[src/common/cls_proto_pkg.sv]
package cls_proto_pkg;

    // --------------------
    // display payload types
    // --------------------

    // one ASCII character as it travels to the display
    typedef logic [7:0] t_cls_byte;

    // a full display line of 16 characters, first character in the top byte
    typedef logic [16*8-1:0] t_cls_text_line;

    // escape sequence buffer, right aligned so short sequences sit in the low bytes
    typedef logic [7*8-1:0] t_cls_cmd_seq;

    // byte count of one payload, 0 up to a full line of 16
    typedef logic [4:0] t_cls_len;

    // everything the two streamers need for one display command
    typedef struct packed {
        t_cls_cmd_seq   cmd_seq;
        t_cls_len       cmd_len;
        t_cls_text_line text;
        t_cls_len       text_len;
    } t_cls_message;

    // --------------------
    // ANSI escape characters
    // --------------------
    localparam t_cls_byte C_ASCII_ESC        = 8'h1B;
    localparam t_cls_byte C_ASCII_BRACKET    = 8'h5B;
    localparam t_cls_byte C_ASCII_ZERO       = 8'h30;
    localparam t_cls_byte C_ASCII_SEMICOLON  = 8'h3B;
    // ESC [ 0 j erases the whole display
    localparam t_cls_byte C_ASCII_CLEAR_CMD  = 8'h6A;
    // ESC [ row ; col H moves the cursor
    localparam t_cls_byte C_ASCII_CURSOR_CMD = 8'h48;

    // byte counts of the sequences above and of one text line
    localparam t_cls_len C_CLEAR_LEN  = 5'd4;
    localparam t_cls_len C_CURSOR_LEN = 5'd7;
    localparam t_cls_len C_LINE_LEN   = 5'd16;

endpackage

[src/common/spi_link_pkg.sv]
package spi_link_pkg;

    // --------------------
    // link to the SPI master
    // --------------------

    // request side, sampled by the master on enabled cycles only
    typedef struct packed {
        // byte pushed into the transmit FIFO
        logic [7:0] tx_data;
        // push strobe, one byte per enabled cycle
        logic       tx_enqueue;
        // starts the transfer of everything queued so far
        logic       go_stand;
        // number of bytes the transfer will shift out
        logic [4:0] tx_len;
    } t_spi_tx_req;

    // status side, returned by the master
    typedef struct packed {
        // transmit FIFO can take a byte this cycle
        logic tx_ready;
        // no transfer in progress
        logic spi_idle;
    } t_spi_tx_status;

endpackage

[src/cls_driver/cls_boot_timer.sv]
`timescale 1ns/1ps

module cls_boot_timer #(
    parameter int BOOT_TICKS = 20
) (
    input  logic i_ext_spi_clk_x,
    input  logic i_srst,
    input  logic i_spi_ce_4x,
    output logic o_boot_done
);

    // the count never goes past BOOT_TICKS-1, so this width is always enough
    localparam int CNT_W = (BOOT_TICKS > 1) ? $clog2(BOOT_TICKS) : 1;
    localparam logic [CNT_W-1:0] LAST_TICK = CNT_W'(BOOT_TICKS - 1);

    // enable ticks seen since reset was released
    logic [CNT_W-1:0] tick_cnt;

    // --------------------
    // saturating tick counter
    // --------------------

    // the display controller boots on its own and gives no ready signal,
    // so the driver simply waits out a fixed number of enable ticks
    always_ff @(posedge i_ext_spi_clk_x) begin
        if (i_srst) begin
            tick_cnt <= '0;
        end else if (i_spi_ce_4x && (tick_cnt != LAST_TICK)) begin
            tick_cnt <= tick_cnt + 1'b1;
        end
    end

    // stays high once reached since the counter stops at the last tick
    assign o_boot_done = (tick_cnt == LAST_TICK);

endmodule

[src/cls_driver/cls_byte_streamer.sv]
`timescale 1ns/1ps

module cls_byte_streamer #(
    parameter type PAYLOAD_T = cls_proto_pkg::t_cls_text_line
) (
    input  logic                          i_ext_spi_clk_x,
    input  logic                          i_srst,
    input  logic                          i_spi_ce_4x,
    input  logic                          i_start,
    input  PAYLOAD_T                      i_payload,
    input  cls_proto_pkg::t_cls_len       i_len,
    input  spi_link_pkg::t_spi_tx_status  i_status,
    output spi_link_pkg::t_spi_tx_req     o_req,
    output logic                          o_done
);

    import cls_proto_pkg::*;

    localparam int N_BYTES = $bits(PAYLOAD_T) / 8;
    localparam int IDX_W   = (N_BYTES > 1) ? $clog2(N_BYTES) : 1;

    PAYLOAD_T payload_q;
    // length of the whole payload, reported to the master as tx_len
    t_cls_len len_q;
    // bytes still to be enqueued, zero when the streamer is idle
    t_cls_len remain_q;

    logic             active;
    logic             accept;
    logic             last_byte;
    logic [IDX_W-1:0] byte_idx;
    t_cls_byte        cur_byte;

    assign active    = (remain_q != '0);
    // the FIFO takes a byte whenever it is ready, which is the only back-pressure
    assign accept    = active && i_status.tx_ready;
    assign last_byte = (remain_q == 5'd1);

    // the payload is right aligned, so the next byte sits at position remain-1
    // counted from the low end
    assign byte_idx = IDX_W'(remain_q - 5'd1);
    assign cur_byte = payload_q[8*byte_idx +: 8];

    // --------------------
    // position and length
    // --------------------
    always_ff @(posedge i_ext_spi_clk_x) begin
        if (i_srst) begin
            remain_q <= '0;
            len_q    <= '0;
        end else if (i_spi_ce_4x) begin
            if (i_start) begin
                remain_q <= i_len;
                len_q    <= i_len;
            end else if (accept) begin
                remain_q <= remain_q - 5'd1;
            end
        end
    end

    // payload copy so the builder is free again once the phase has started
    always_ff @(posedge i_ext_spi_clk_x) begin
        if (i_spi_ce_4x && i_start) begin
            payload_q <= i_payload;
        end
    end

    // --------------------
    // request to the master
    // --------------------

    // the transfer is started together with the last byte of the phase
    always_comb begin
        o_req.tx_data    = active ? cur_byte : 8'h00;
        o_req.tx_enqueue = accept;
        o_req.go_stand   = accept && last_byte;
        o_req.tx_len     = len_q;
    end

    assign o_done = accept && last_byte;

endmodule

[src/cls_driver/cls_driver_fsm.sv]
`timescale 1ns/1ps

module cls_driver_fsm (
    input  logic                         i_ext_spi_clk_x,
    input  logic                         i_srst,
    input  logic                         i_spi_ce_4x,
    input  logic                         i_boot_done,
    input  logic                         i_cmd_any,
    input  cls_proto_pkg::t_cls_len      i_dat_len,
    input  logic                         i_cmd_done,
    input  logic                         i_dat_done,
    input  spi_link_pkg::t_spi_tx_req    i_cmd_req,
    input  spi_link_pkg::t_spi_tx_req    i_dat_req,
    input  spi_link_pkg::t_spi_tx_status i_status,
    output logic                         o_command_ready,
    output logic                         o_load,
    output logic                         o_start_cmd,
    output logic                         o_start_dat,
    output spi_link_pkg::t_spi_tx_req    o_spi_req
);

    typedef enum logic [2:0] {
        ST_BOOT,
        ST_IDLE,
        ST_LOAD,
        ST_CMD_RUN,
        ST_CMD_WAIT,
        ST_DAT_RUN,
        ST_DAT_WAIT
    } t_drv_state;

    t_drv_state state_q;
    t_drv_state state_nx;

    // --------------------
    // state register
    // --------------------

    // one step per enable tick, nothing moves in between
    always_ff @(posedge i_ext_spi_clk_x) begin
        if (i_srst) begin
            state_q <= ST_BOOT;
        end else if (i_spi_ce_4x) begin
            state_q <= state_nx;
        end
    end

    // --------------------
    // next state
    // --------------------
    always_comb begin
        state_nx = state_q;
        case (state_q)
            ST_BOOT: begin
                // hold off until the display controller has had time to boot
                if (i_boot_done) begin
                    state_nx = ST_IDLE;
                end
            end
            ST_IDLE: begin
                if (i_cmd_any) begin
                    state_nx = ST_LOAD;
                end
            end
            // the message is registered now and the command streamer takes it
            ST_LOAD: state_nx = ST_CMD_RUN;
            ST_CMD_RUN: begin
                if (i_cmd_done) begin
                    state_nx = ST_CMD_WAIT;
                end
            end
            ST_CMD_WAIT: begin
                // a clear command has no text, so it ends here
                if (i_status.spi_idle) begin
                    state_nx = (i_dat_len != '0) ? ST_DAT_RUN : ST_IDLE;
                end
            end
            ST_DAT_RUN: begin
                if (i_dat_done) begin
                    state_nx = ST_DAT_WAIT;
                end
            end
            ST_DAT_WAIT: begin
                if (i_status.spi_idle) begin
                    state_nx = ST_IDLE;
                end
            end
            default: state_nx = ST_BOOT;
        endcase
    end

    // --------------------
    // outputs
    // --------------------
    assign o_command_ready = (state_q == ST_IDLE);
    // builder and streamers only act on enable ticks, so level pulses are enough
    assign o_load          = (state_q == ST_IDLE) && i_cmd_any;
    assign o_start_cmd     = (state_q == ST_LOAD);
    // the data streamer is started by the same idle that ends the command phase
    assign o_start_dat     = (state_q == ST_CMD_WAIT) && i_status.spi_idle &&
                             (i_dat_len != '0);

    // only the streamer of the running phase reaches the master
    always_comb begin
        case (state_q)
            ST_CMD_RUN: o_spi_req = i_cmd_req;
            ST_DAT_RUN: o_spi_req = i_dat_req;
            default:    o_spi_req = '0;
        endcase
    end

endmodule

[src/cls_driver/cls_message_builder.sv]
`timescale 1ns/1ps

module cls_message_builder (
    input  logic                          i_ext_spi_clk_x,
    input  logic                          i_srst,
    input  logic                          i_spi_ce_4x,
    input  logic                          i_load,
    input  logic                          i_cmd_clear,
    input  logic                          i_cmd_line1,
    input  cls_proto_pkg::t_cls_text_line i_line1,
    input  cls_proto_pkg::t_cls_text_line i_line2,
    output cls_proto_pkg::t_cls_message   o_msg
);

    import cls_proto_pkg::*;

    t_cls_cmd_seq   cmd_seq_q;
    t_cls_len       cmd_len_q;
    t_cls_text_line text_q;
    t_cls_len       text_len_q;

    // row digit of the cursor sequence, '0' for the top line and '1' for the bottom
    t_cls_byte row_digit;

    // anything that is neither clear nor line 1 is taken as a line 2 write
    assign row_digit = i_cmd_line1 ? C_ASCII_ZERO : (C_ASCII_ZERO + 8'd1);

    // --------------------
    // payload lengths
    // --------------------

    // a zero text length tells the FSM to skip the data phase
    always_ff @(posedge i_ext_spi_clk_x) begin
        if (i_srst) begin
            cmd_len_q  <= '0;
            text_len_q <= '0;
        end else if (i_spi_ce_4x && i_load) begin
            if (i_cmd_clear) begin
                cmd_len_q  <= C_CLEAR_LEN;
                text_len_q <= '0;
            end else begin
                cmd_len_q  <= C_CURSOR_LEN;
                text_len_q <= C_LINE_LEN;
            end
        end
    end

    // --------------------
    // payload bytes
    // --------------------

    // clear beats line 1 and line 1 beats line 2,
    // and the text is captured in the same cycle the command is taken
    always_ff @(posedge i_ext_spi_clk_x) begin
        if (i_spi_ce_4x && i_load) begin
            if (i_cmd_clear) begin
                // ESC [ 0 j in the low four bytes
                cmd_seq_q <= {24'h000000, C_ASCII_ESC, C_ASCII_BRACKET,
                              C_ASCII_ZERO, C_ASCII_CLEAR_CMD};
                text_q    <= '0;
            end else begin
                // ESC [ row ; 0 0 H puts the cursor at the start of the line
                cmd_seq_q <= {C_ASCII_ESC, C_ASCII_BRACKET, row_digit, C_ASCII_SEMICOLON,
                              C_ASCII_ZERO, C_ASCII_ZERO, C_ASCII_CURSOR_CMD};
                text_q    <= i_cmd_line1 ? i_line1 : i_line2;
            end
        end
    end

    assign o_msg = '{cmd_seq: cmd_seq_q, cmd_len: cmd_len_q,
                     text: text_q, text_len: text_len_q};

endmodule

[src/design/cls_display_top.sv]
`timescale 1ns/1ps

module cls_display_top #(
    parameter int FCLK_CE  = 2500000,
    parameter int FAST_SIM = 0
) (
    input  logic                         i_ext_spi_clk_x,
    input  logic                         i_srst,
    input  logic                         i_spi_ce_4x,
    input  logic                         i_cmd_clear,
    input  logic                         i_cmd_line1,
    input  logic                         i_cmd_line2,
    input  cls_proto_pkg::t_cls_text_line i_line1,
    input  cls_proto_pkg::t_cls_text_line i_line2,
    input  spi_link_pkg::t_spi_tx_status i_spi_status,
    output logic                         o_command_ready,
    output spi_link_pkg::t_spi_tx_req    o_spi_req
);

    import cls_proto_pkg::*;
    import spi_link_pkg::*;

    // boot wait in enable ticks, 800 ms normally and 2 ms for quick simulation
    localparam int BOOT_TICKS = (FAST_SIM != 0) ? (FCLK_CE / 1000 * 2) :
                                                  (FCLK_CE / 1000 * 800);

    logic         boot_done;
    logic         cmd_any;
    logic         msg_load;
    logic         start_cmd;
    logic         start_dat;
    logic         cmd_done;
    logic         dat_done;
    t_cls_message msg;
    t_spi_tx_req  cmd_req;
    t_spi_tx_req  dat_req;

    assign cmd_any = i_cmd_clear || i_cmd_line1 || i_cmd_line2;

    // --------------------
    // driver blocks
    // --------------------
    cls_boot_timer #(
        .BOOT_TICKS(BOOT_TICKS)
    ) boot_timer_i (
        .i_ext_spi_clk_x(i_ext_spi_clk_x),
        .i_srst(i_srst),
        .i_spi_ce_4x(i_spi_ce_4x),
        .o_boot_done(boot_done)
    );

    // line 2 is implied when neither of the other commands is set
    cls_message_builder builder_i (
        .i_ext_spi_clk_x(i_ext_spi_clk_x),
        .i_srst(i_srst),
        .i_spi_ce_4x(i_spi_ce_4x),
        .i_load(msg_load),
        .i_cmd_clear(i_cmd_clear),
        .i_cmd_line1(i_cmd_line1),
        .i_line1(i_line1),
        .i_line2(i_line2),
        .o_msg(msg)
    );

    // escape sequence phase
    cls_byte_streamer #(
        .PAYLOAD_T(t_cls_cmd_seq)
    ) cmd_streamer_i (
        .i_ext_spi_clk_x(i_ext_spi_clk_x),
        .i_srst(i_srst),
        .i_spi_ce_4x(i_spi_ce_4x),
        .i_start(start_cmd),
        .i_payload(msg.cmd_seq),
        .i_len(msg.cmd_len),
        .i_status(i_spi_status),
        .o_req(cmd_req),
        .o_done(cmd_done)
    );

    // text phase
    cls_byte_streamer #(
        .PAYLOAD_T(t_cls_text_line)
    ) dat_streamer_i (
        .i_ext_spi_clk_x(i_ext_spi_clk_x),
        .i_srst(i_srst),
        .i_spi_ce_4x(i_spi_ce_4x),
        .i_start(start_dat),
        .i_payload(msg.text),
        .i_len(msg.text_len),
        .i_status(i_spi_status),
        .o_req(dat_req),
        .o_done(dat_done)
    );

    cls_driver_fsm fsm_i (
        .i_ext_spi_clk_x(i_ext_spi_clk_x),
        .i_srst(i_srst),
        .i_spi_ce_4x(i_spi_ce_4x),
        .i_boot_done(boot_done),
        .i_cmd_any(cmd_any),
        .i_dat_len(msg.text_len),
        .i_cmd_done(cmd_done),
        .i_dat_done(dat_done),
        .i_cmd_req(cmd_req),
        .i_dat_req(dat_req),
        .i_status(i_spi_status),
        .o_command_ready(o_command_ready),
        .o_load(msg_load),
        .o_start_cmd(start_cmd),
        .o_start_dat(start_dat),
        .o_spi_req(o_spi_req)
    );

endmodule

[config.mk]
export PLATFORM = sky130hd
export DESIGN_NAME = cls_display_top
export DESIGN_NICKNAME = d
export VERILOG_FILES = /design/src/common/cls_proto_pkg.sv /design/src/common/spi_link_pkg.sv /design/src/cls_driver/cls_boot_timer.sv /design/src/cls_driver/cls_byte_streamer.sv /design/src/cls_driver/cls_driver_fsm.sv /design/src/cls_driver/cls_message_builder.sv /design/src/design/cls_display_top.sv
export SDC_FILE = /design/constraint.sdc
export NUM_CORES = 1
export LEC_CHECK = 0
export BUFFER_PORTS_ARGS = -buffer_cell sky130_fd_sc_hd__buf_2
export CAP_MARGIN = 15
export CORE_AREA = 2 2 158 160
export DETAILED_ROUTE_END_ITERATION = 7
export DIE_AREA = 0 0 160 162
export MAX_ROUTING_LAYER = met4
export PLACE_DENSITY = 0.8
export SYNTH_ARGS = -nofsm -noshare
export SYNTH_HDL_FRONTEND = slang
export SYNTH_SLANG_ARGS = --single-unit
[constraint.sdc]
create_clock -name i_ext_spi_clk_x -period 10.6 [get_ports i_ext_spi_clk_x]
set_clock_uncertainty 0.15 [all_clocks]
set_input_delay 2.12 -clock i_ext_spi_clk_x [delete_from_list [all_inputs] [get_ports i_ext_spi_clk_x]]
set_output_delay 2.12 -clock i_ext_spi_clk_x [all_outputs]
set_load 0.03 [all_outputs]
---- After elaboration in Yosys (flattened, before gate mapping) ----
Cells that the tools add are included.
word-level totals
  register bits ........................... 422
  output and inout port bits .............. 16
  logic and storage cells ................. 78
operators by class
  add/sub/neg operators ................... 3
  eq/ne operators ......................... 16
  shift-type cells ........................ 2
  mux-type cells .......................... 20
  reduce and logical (&&, ||, !) cells .... 24
operators with widths
  cell                                               count
  two-way mux 128 bit                                1
  variable part select 128 x 8 -> 8 bit              1
  variable part select 56 x 7 -> 8 bit               1
  two-way mux 53 bit                                 1
  case mux 15 bit (2 select lines)                   1
  two-way mux 5 bit                                  5
  adder 21 x 1 -> 21 bit (second input constant)     1
  == test 21 bit (second input constant)             1
  two-way mux 3 bit                                  7
  != test 21 bit (second input constant)             1
  case mux 3 bit (7 select lines)                    1
  two-way mux 8 bit                                  2
  nonzero test 5 bit                                 3
  logical AND 1 bit                                  11
  == test 5 x 1 -> 1 bit (second input constant)     2
  != test 2 bit (second input constant)              5
  subtractor 5 x 1 -> 5 bit (second input constant)  2
  == test 3 bit (second input constant)              3
  AND reduction 2 bit                                4
  AND reduction 7 bit                                1
  == test 3 x 2 -> 1 bit (second input constant)     2
  nonzero test 2 bit                                 2
  == test 3 x 1 -> 1 bit (second input constant)     1
  logical NOT 3 bit                                  1
  4 further kinds                                    5

---- Depth between registers and ports, before layout ----
Gate-level depths: netlist of run 1.
  depth after elaboration ................. 5
  mapped depth ............................ 10
  gate-level depth less buffers ........... 7

---- Hierarchy ----
From an unflattened synthesis of run 1, not the netlist that was laid out.
second synthesis, totals
  cells, all modules ...................... 1140
  area total of the unflattened synthesis .. 16394.5 um^2
by module, submodules not included
  module                               times used  cells an instance  area each (um^2)
  cls_message_builder                  1           489                6588.8
  cls_byte_streamer at dat_streamer_i  1           275                5484.0
  cls_byte_streamer at cmd_streamer_i  1           179                2718.9
  cls_boot_timer                       1           131                1164.9
  cls_driver_fsm                       1           65                 431.7
  cls_display_top                      1           1                  6.3

---- Worst setup path before layout of run 1 ----
Ideal clock, no wire load.
  kind .................................... input to register
  from .................................... input port i_spi_ce_4x
  to ...................................... register builder_i.cmd_seq_q[22], enable pin
  arrival time ............................ 8326 ps
  data required time ...................... 9821 ps
  setup slack ............................. 1496 ps
  cell stages on the path ................. 4
  path buffers ............................ 2
  cell sequence ........................... clkbuf_1 > clkbuf_1 > nand2_1 > nor2_1
between the ends
  cells in the longest elaborated chain, start to end .. 1
ends and longest elaborated chain
  element               line                       text
  from (decl)           cls_display_top.sv:9       input logic i_spi_ce_4x,
  logical AND 1 bit     cls_message_builder.sv:55  if (i_spi_ce_4x && i_load) begin
  to (signal assigned)  cls_message_builder.sv:58  cmd_seq_q <= {24'h000000, C_ASCII_ESC, C_ASCII_BRACKET,
  to (signal assigned)  cls_message_builder.sv:63  cmd_seq_q <= {C_ASCII_ESC, C_ASCII_BRACKET, row_digit, C_ASCII_SEMICOLON,
  to (decl)             cls_message_builder.sv:17  t_cls_cmd_seq cmd_seq_q;
Every way passes these cells.
A chain may end at the register's enable or synchronous reset.

==> flow_metrics.env, run 1 <==
export IMPL_synthArstFlopShare_pct=0
export IMPL_antenna_found_initial=0
export IMPL_combPwrFrac_pct=26.1
export IMPL_yosysMostFrequentCell="edfxtp_1"
export IMPL_root_buffer="clkbuf_16"
export IMPL_cp_slowest_cell="ha_2"
export IMPL_clockBufferDepth=3
export IMPL_r2r_start="fsm_i.state_q[0]$_SDFFE_PP0P_"
export IMPL_crit_fanout=36
export IMPL_fin_crit_sh_pct=57.6
export IMPL_dieArea_um2=25900
export IMPL_hpwl_um=20200
export IMPL_yosys_warnings=0
export IMPL_cts_tree="yes"
export IMPL_synth_cell_types=56
export IMPL_grt_pass1_wl_um=43900
export IMPL_synth_edf_count=264
export IMPL_core_rowCount=57
export IMPL_path_cells="buf_4 -> inv_1 -> ha_2 -> mux4_2 -> mux2i_1 -> o22ai_1 -> a31o_2 -> buf_2"
export IMPL_cp_slowest_stage_delay_ns=0.90
export IMPL_clk_latency_ns=0.56
export IMPL_setup_tns_ns=0
export IMPL_clk_pin_slew_ns=0.06
export IMPL_fin_hold_ws_ns=0.263
export IMPL_slew_violations=0
export IMPL_p_clk_share_pct=32.0
export IMPL_netlist_top_cells_count="edfxtp_1, nor2_1, mux2i_1"
export IMPL_vias=8243
export IMPL_cts_resized=0
export IMPL_die_y_um=162
export IMPL_start_kind="register"
export IMPL_r2r_slack_ns=7.16
export IMPL_syn_inst=916
export IMPL_required_ns=8.33
export IMPL_ios=280
export IMPL_wl_per_cell_um=18.9
export IMPL_timing_final_ws_setup_ns=4.50
export IMPL_p_sw_uw=895
export IMPL_drc=0
export IMPL_tightest_slew_ns=1.12
export IMPL_die_x_um=160
export IMPL_crit_start="dat_streamer_i.remain_q[0]$_SDFFE_PP0P_"
export IMPL_grt_pass1_vias=8223
export IMPL_cp_endpoint="o_spi_req[8]"
export IMPL_num_antenna_cells=0
export IMPL_rr_endpoint="builder_i.text_q[85]$_SDFFCE_PP0P_"
export IMPL_leakage_uw=0.00602
export IMPL_worstPathArrival_ns=3.83
export IMPL_first_iter_violations=626
export IMPL_gp_congestion=0.884
export IMPL_p_sw_share_pct=28.2
export IMPL_synth_net_count=1187
export IMPL_vdd_ir_drop_max_mv=0.130
export IMPL_cts_num_sinks=303
export IMPL_area_growth_pct=19.3
export IMPL_internal_power_uw=2280
export IMPL_hold_path_class="register to register"
export IMPL_grt_max_degree=70
export IMPL_cts_max_level=1
export IMPL_ys_seq_area_share_pct=66.1
export IMPL_min_period_ns=6.10
export IMPL_endpoint_kind="primary output"
export IMPL_power_density_nw_per_um2=202
export IMPL_relSlewSlack_pct=25.0
export IMPL_firstDrtPassIters=5
export IMPL_hold_viol=0
export IMPL_detail_route_antenna_nets=0
export IMPL_hold_depth=0
export IMPL_avgSynthCellArea_um2=14.4
export IMPL_maxCapViolations=0
export IMPL_post_cts_buffers=0
export IMPL_layout_nets=1448
export IMPL_setup_violations=0
export IMPL_grt_overflow=0
export IMPL_grt_setup_unrepaired="false"
export IMPL_ys_flop_type="edfxtp_1"
export IMPL_numCtsBuffers=29
export IMPL_drive_gt1_share_pct=30.7
export IMPL_synth_area_um2=13200
export IMPL_grt_usage_pct=22.7
export IMPL_start_util_pct=54.7
export IMPL_totalWireLength_um=28700
export IMPL_design_core_area_um2=24100
export IMPL_dp_slack_ns=5.22
export IMPL_rr_worst_depth=5
export IMPL_netlist_top_cells_area="edfxtp_1, mux2i_1, dfxtp_1"
export IMPL_criticalPathCategory="register to primary output"
export IMPL_clock_fmax_mhz=164
export IMPL_ctsHoldBuffers=0
export IMPL_yosysTopAreaCell="edfxtp_1"
export IMPL_status="finished clean"
export IMPL_ys_seq_elements=303
export IMPL_via_per_inst=5.42
export IMPL_port_buffers=278
export IMPL_pwr_share_seq_pct=42.0
export IMPL_synth_top_area_share_pct=60.1
-- per-stage QoR --
step / instances / total power, uW / cell area, um^2 / utilization [%]
after floorplan: 916 / 1990 / 13200 / -
after CTS: 1522 / 3180 / 15700 / 65.2
final: 1522 / 3170 / 15700 / 65.2
after detailed placement: 1470 / 2160 / 14800 / 61.4
after global routing: 1522 / 3300 / 15700 / 65.2
after global placement: 1470 / 2140 / 14800 / 61.4
-- layer usage --
metal / up-vias / track usage, % / routed length, um
met5: - / - / 0
met4: 0 / 7.58 / 897
met3: 61 / 3.70 / 1770
met2: 322 / 40.3 / 15300
met1: 3895 / 26.7 / 10700
li1: 3965 / - / -
-- sequential cells by signal, indices dropped and copies added (netlist names) --
signal and count:
boot_timer_i.tick_cnt 21, builder_i.cmd_len_q 2, builder_i.cmd_seq_q 4, builder_i.text_q 128, cmd_streamer_i.len_q 2, cmd_streamer_i.payload_q 4
cmd_streamer_i.remain_q 5, dat_streamer_i.len_q 1, dat_streamer_i.payload_q 128, dat_streamer_i.remain_q 5, fsm_i.state_q 3
-- critical path: cells and delay by family, from the launching register on --
kind	cells	cell delay, ns
buffers and inverters	3	0.87
adders and majority gates	1	0.90
AOI/OAI and AO/OA	2	0.43
DFF	1	0.32
muxes	2	0.73
-- logic make-up (layout without fill, tap and decap cells) --
| group | after synthesis | after routing | synth area share (%) |
|---|---|---|---|
| flip-flops | 303 | 303 | 66.1 |
| AO/OA/AOI/OAI | 78 | 78 | 3.86 |
| AND/OR/NAND/NOR | 257 | 257 | 8.93 |
| other | 1 | 1 | 0.0284 |
| XOR/XNOR | 19 | 19 | 1.32 |
| buffers and inverters | 71 | 353 | 2.43 |
| multiplexers | 180 | 180 | 16.7 |
| adder cells (fa/ha/maj) | 7 | 7 | 0.664 |
-- placed cells by master (no fill, tap or decap), types with 3 or more instances in the layout --
cell / n
buf_2: 276
edfxtp_1: 264
nor2_1: 162
mux2i_1: 147
dfxtp_1: 38
mux4_2: 32
clkbuf_16: 29
a21oi_1: 23
nand2_1: 21
o21ai_0: 17
inv_1: 16
nor3_1: 13
xnor2_1: 11
nand3_1: 10
or3_1: 9
clkbuf_1: 8
buf_4: 8
xor2_1: 7
o22ai_1: 6
and2_1: 6
ha_1: 6
and4_1: 5
a211oi_1: 5
clkinv_1: 5
nand4_1: 4
nor2b_1: 4
nand3b_1: 3
nand2b_1: 3
o221ai_1: 3
a21o_1: 3
a311oi_1: 3
clkinv_2: 3
bufinv_16: 3
-- area by class of cell --
type	instances	area [um^2]
Fill cell	1759	8380
Timing Repair Buffer	285	1450
Multi-Input combinational cell	542	4170
Clock buffer	38	769
Tap cell	324	405
Clock inverter	14	160
Sequential cell	303	8710
Inverter	16	60.1
-- power groups by stage --
stage	clock network, uW	registers [uW]	logic, uW
after floorplan	0	1350	642
after global placement	0	1360	781
after detailed placement	0	1360	802
after CTS	1030	1330	822
after global routing	1070	1330	891
final	1010	1330	826
-- how the worst min path moves through the flow --
stage                                 startpoint                                endpoint  slack (ns)
6_report       builder_i.text_q[0]$_SDFFCE_PP0P_   dat_streamer_i.payload_q[0]$_DFFE_PP_        0.26
5_1_grt        builder_i.text_q[5]$_SDFFCE_PP0P_   dat_streamer_i.payload_q[5]$_DFFE_PP_        0.27
4_1_cts        builder_i.text_q[0]$_SDFFCE_PP0P_   dat_streamer_i.payload_q[0]$_DFFE_PP_        0.26
3_5_place_dp   builder_i.text_q[0]$_SDFFCE_PP0P_   dat_streamer_i.payload_q[0]$_DFFE_PP_        0.25
3_3_place_gp   builder_i.cmd_seq_q[22]$_DFFE_PP_  cmd_streamer_i.payload_q[22]$_DFFE_PP_        0.25
2_1_floorplan  builder_i.cmd_seq_q[22]$_DFFE_PP_  cmd_streamer_i.payload_q[22]$_DFFE_PP_        0.25
Power figures use the tool's default switching activity.
==> run 2, diff against run 1 <==
Settings changed: CORE_AREA 2 2 158 160 to 2 2 168 170, DIE_AREA 0 0 160 162 to 0 0 170 172, PLACE_DENSITY 0.8 to 0.75.
Clock period 10.6 ns to 5.2 ns, I/O delays scaled along.
==> flow_metrics.env, run 2 (synthesized netlist as in run 1, its figures left out) <==
export IMPL_status="finished clean"
export IMPL_ctsHoldBuffers=0
export IMPL_cp_slowest_cell="ha_2"
export IMPL_grt_pass1_vias=8085
export IMPL_totalWireLength_um=28500
export IMPL_cts_num_sinks=303
export IMPL_drive_gt1_share_pct=30.7
export IMPL_hold_viol=0
export IMPL_clk_pin_slew_ns=0.06
export IMPL_root_buffer="clkbuf_16"
export IMPL_slew_violations=0
export IMPL_die_x_um=170
export IMPL_dp_slack_ns=1.27
export IMPL_cts_resized=0
export IMPL_vdd_ir_drop_max_mv=0.307
export IMPL_grt_overflow=0
export IMPL_cpMostUsedCell="a211oi_1"
export IMPL_worstPathArrival_ns=3.34
export IMPL_first_iter_violations=682
export IMPL_path_cells="inv_1 -> ha_2 -> mux4_2 -> and2_1 -> a211oi_1 -> a211oi_1 -> buf_2"
export IMPL_layout_nets=1449
export IMPL_num_antenna_cells=0
export IMPL_hpwl_um=20700
export IMPL_relSlewSlack_pct=27.9
export IMPL_final_cell_mix="buf_2, edfxtp_1, nor2_1"
export IMPL_clk_latency_ns=0.55
export IMPL_firstDrtPassIters=5
export IMPL_ios=280
export IMPL_port_buffers=278
export IMPL_numCtsBuffers=30
export IMPL_crit_start="dat_streamer_i.remain_q[0]$_SDFFE_PP0P_"
export IMPL_tightest_slew_ns=1.08
export IMPL_cts_tree="yes"
export IMPL_post_cts_buffers=0
export IMPL_fillers=2218
export IMPL_start_kind="register"
export IMPL_rr_worst_depth=4
export IMPL_design_core_area_um2=27500
export IMPL_grt_usage_pct=20.0
export IMPL_min_period_ns=4.53
export IMPL_leakage_uw=0.00604
export IMPL_r2r_slack_ns=2.47
export IMPL_setup_tns_ns=0
export IMPL_endpoint_kind="primary output"
export IMPL_drc=0
export IMPL_antenna_found_initial=0
export IMPL_criticalPathCategory="register to primary output"
export IMPL_layout_commonest_cell="buf_2"
export IMPL_detail_route_antenna_nets=0
export IMPL_die_y_um=172
export IMPL_maxCapViolations=0
export IMPL_setup_violations=0
export IMPL_reg_largest_list="builder_i.text_q: 128 flops, dat_streamer_i.payload_q: 128 flops, boot_timer_i.tick_cnt: 21 flops"
export IMPL_start_util_pct=48.0
export IMPL_via_per_inst=5.29
export IMPL_hold_path_class="register to register"
export IMPL_power_density_nw_per_um2=410
export IMPL_hp_start="builder_i.text_q[16]$_SDFFCE_PP0P_"
export IMPL_grt_max_degree=108
export IMPL_wl_per_cell_um=18.4
export IMPL_vias=8179
export IMPL_area_growth_pct=20.0
export IMPL_core_rowCount=61
export IMPL_clock_fmax_mhz=221
export IMPL_r2r_start="fsm_i.state_q[0]$_SDFFE_PP0P_"
export IMPL_critPathBufInv=2
export IMPL_crit_family="adder cells"
export IMPL_fin_crit_sh_pct=87.2
export IMPL_gp_congestion=0.847
export IMPL_fin_hold_ws_ns=0.267
export IMPL_hold_end="dat_streamer_i.payload_q[16]$_DFFE_PP_"
export IMPL_hold_depth=0
export IMPL_grt_pass1_wl_um=43300
export IMPL_required_ns=4.01
export IMPL_rr_endpoint="builder_i.text_q[80]$_SDFFCE_PP0P_"
export IMPL_dieArea_um2=29200
export IMPL_timing_final_ws_setup_ns=0.667
export IMPL_cts_max_level=1
export IMPL_grt_setup_unrepaired="false"
export IMPL_crit_fanout=33
export IMPL_clockBufferDepth=3
export IMPL_cp_slowest_stage_delay_ns=0.83
run 2: layer usage:
layer  track usage (%)  up-vias  routed length (um)
met1              24.8     3898               11500
met4              5.05        0                 620
met3              2.77       41                1550
li1                  -     3960                   -
met5                 -        -                   0
met2              35.0      280               14800
run 2: worst max-delay path by stage:
stage	to	slack (ns)	cells past startpoint
final	o_spi_req[9]	0.67	7
after global routing	o_spi_req[9]	0.58	7
after CTS	o_spi_req[9]	0.69	7
after detailed placement	o_spi_req[9]	1.27	7
after global placement	o_spi_req[9]	1.36	7
after floorplan	builder_i.cmd_seq_q[22]$_DFFE_PP_	0.89	4
run 2: per-stage QoR:
stage	power, uW	util, %	area, um^2	instances
after floorplan	4050	-	13200	916
final	6490	57.6	15800	1547
after global placement	4360	54.0	14800	1491
after global routing	6780	57.6	15800	1547
after detailed placement	4390	54.0	14800	1491
after CTS	6510	57.6	15800	1546
run 2: cell type report:
type | instances | area (um^2) | share of cell area (%)
Timing Repair Buffer | 285 | 1480 | 9.32
Clock inverter | 20 | 208 | 1.31
Tap cell | 346 | 433 | 2.74
Clock buffer | 35 | 769 | 4.86
Inverter | 16 | 60.1 | 0.380
Sequential cell | 303 | 8710 | 55.0
Multi-Input combinational cell | 542 | 4170 | 26.4
run 2: power by group:
part / switching [uW] / total (uW) / leakage, uW / internal (uW)
combinational: 848 / 1630 / 0.00287 / 783
sequential: 65.2 / 2730 / 0.00270 / 2660
clock: 877 / 2130 / 0.000467 / 1250
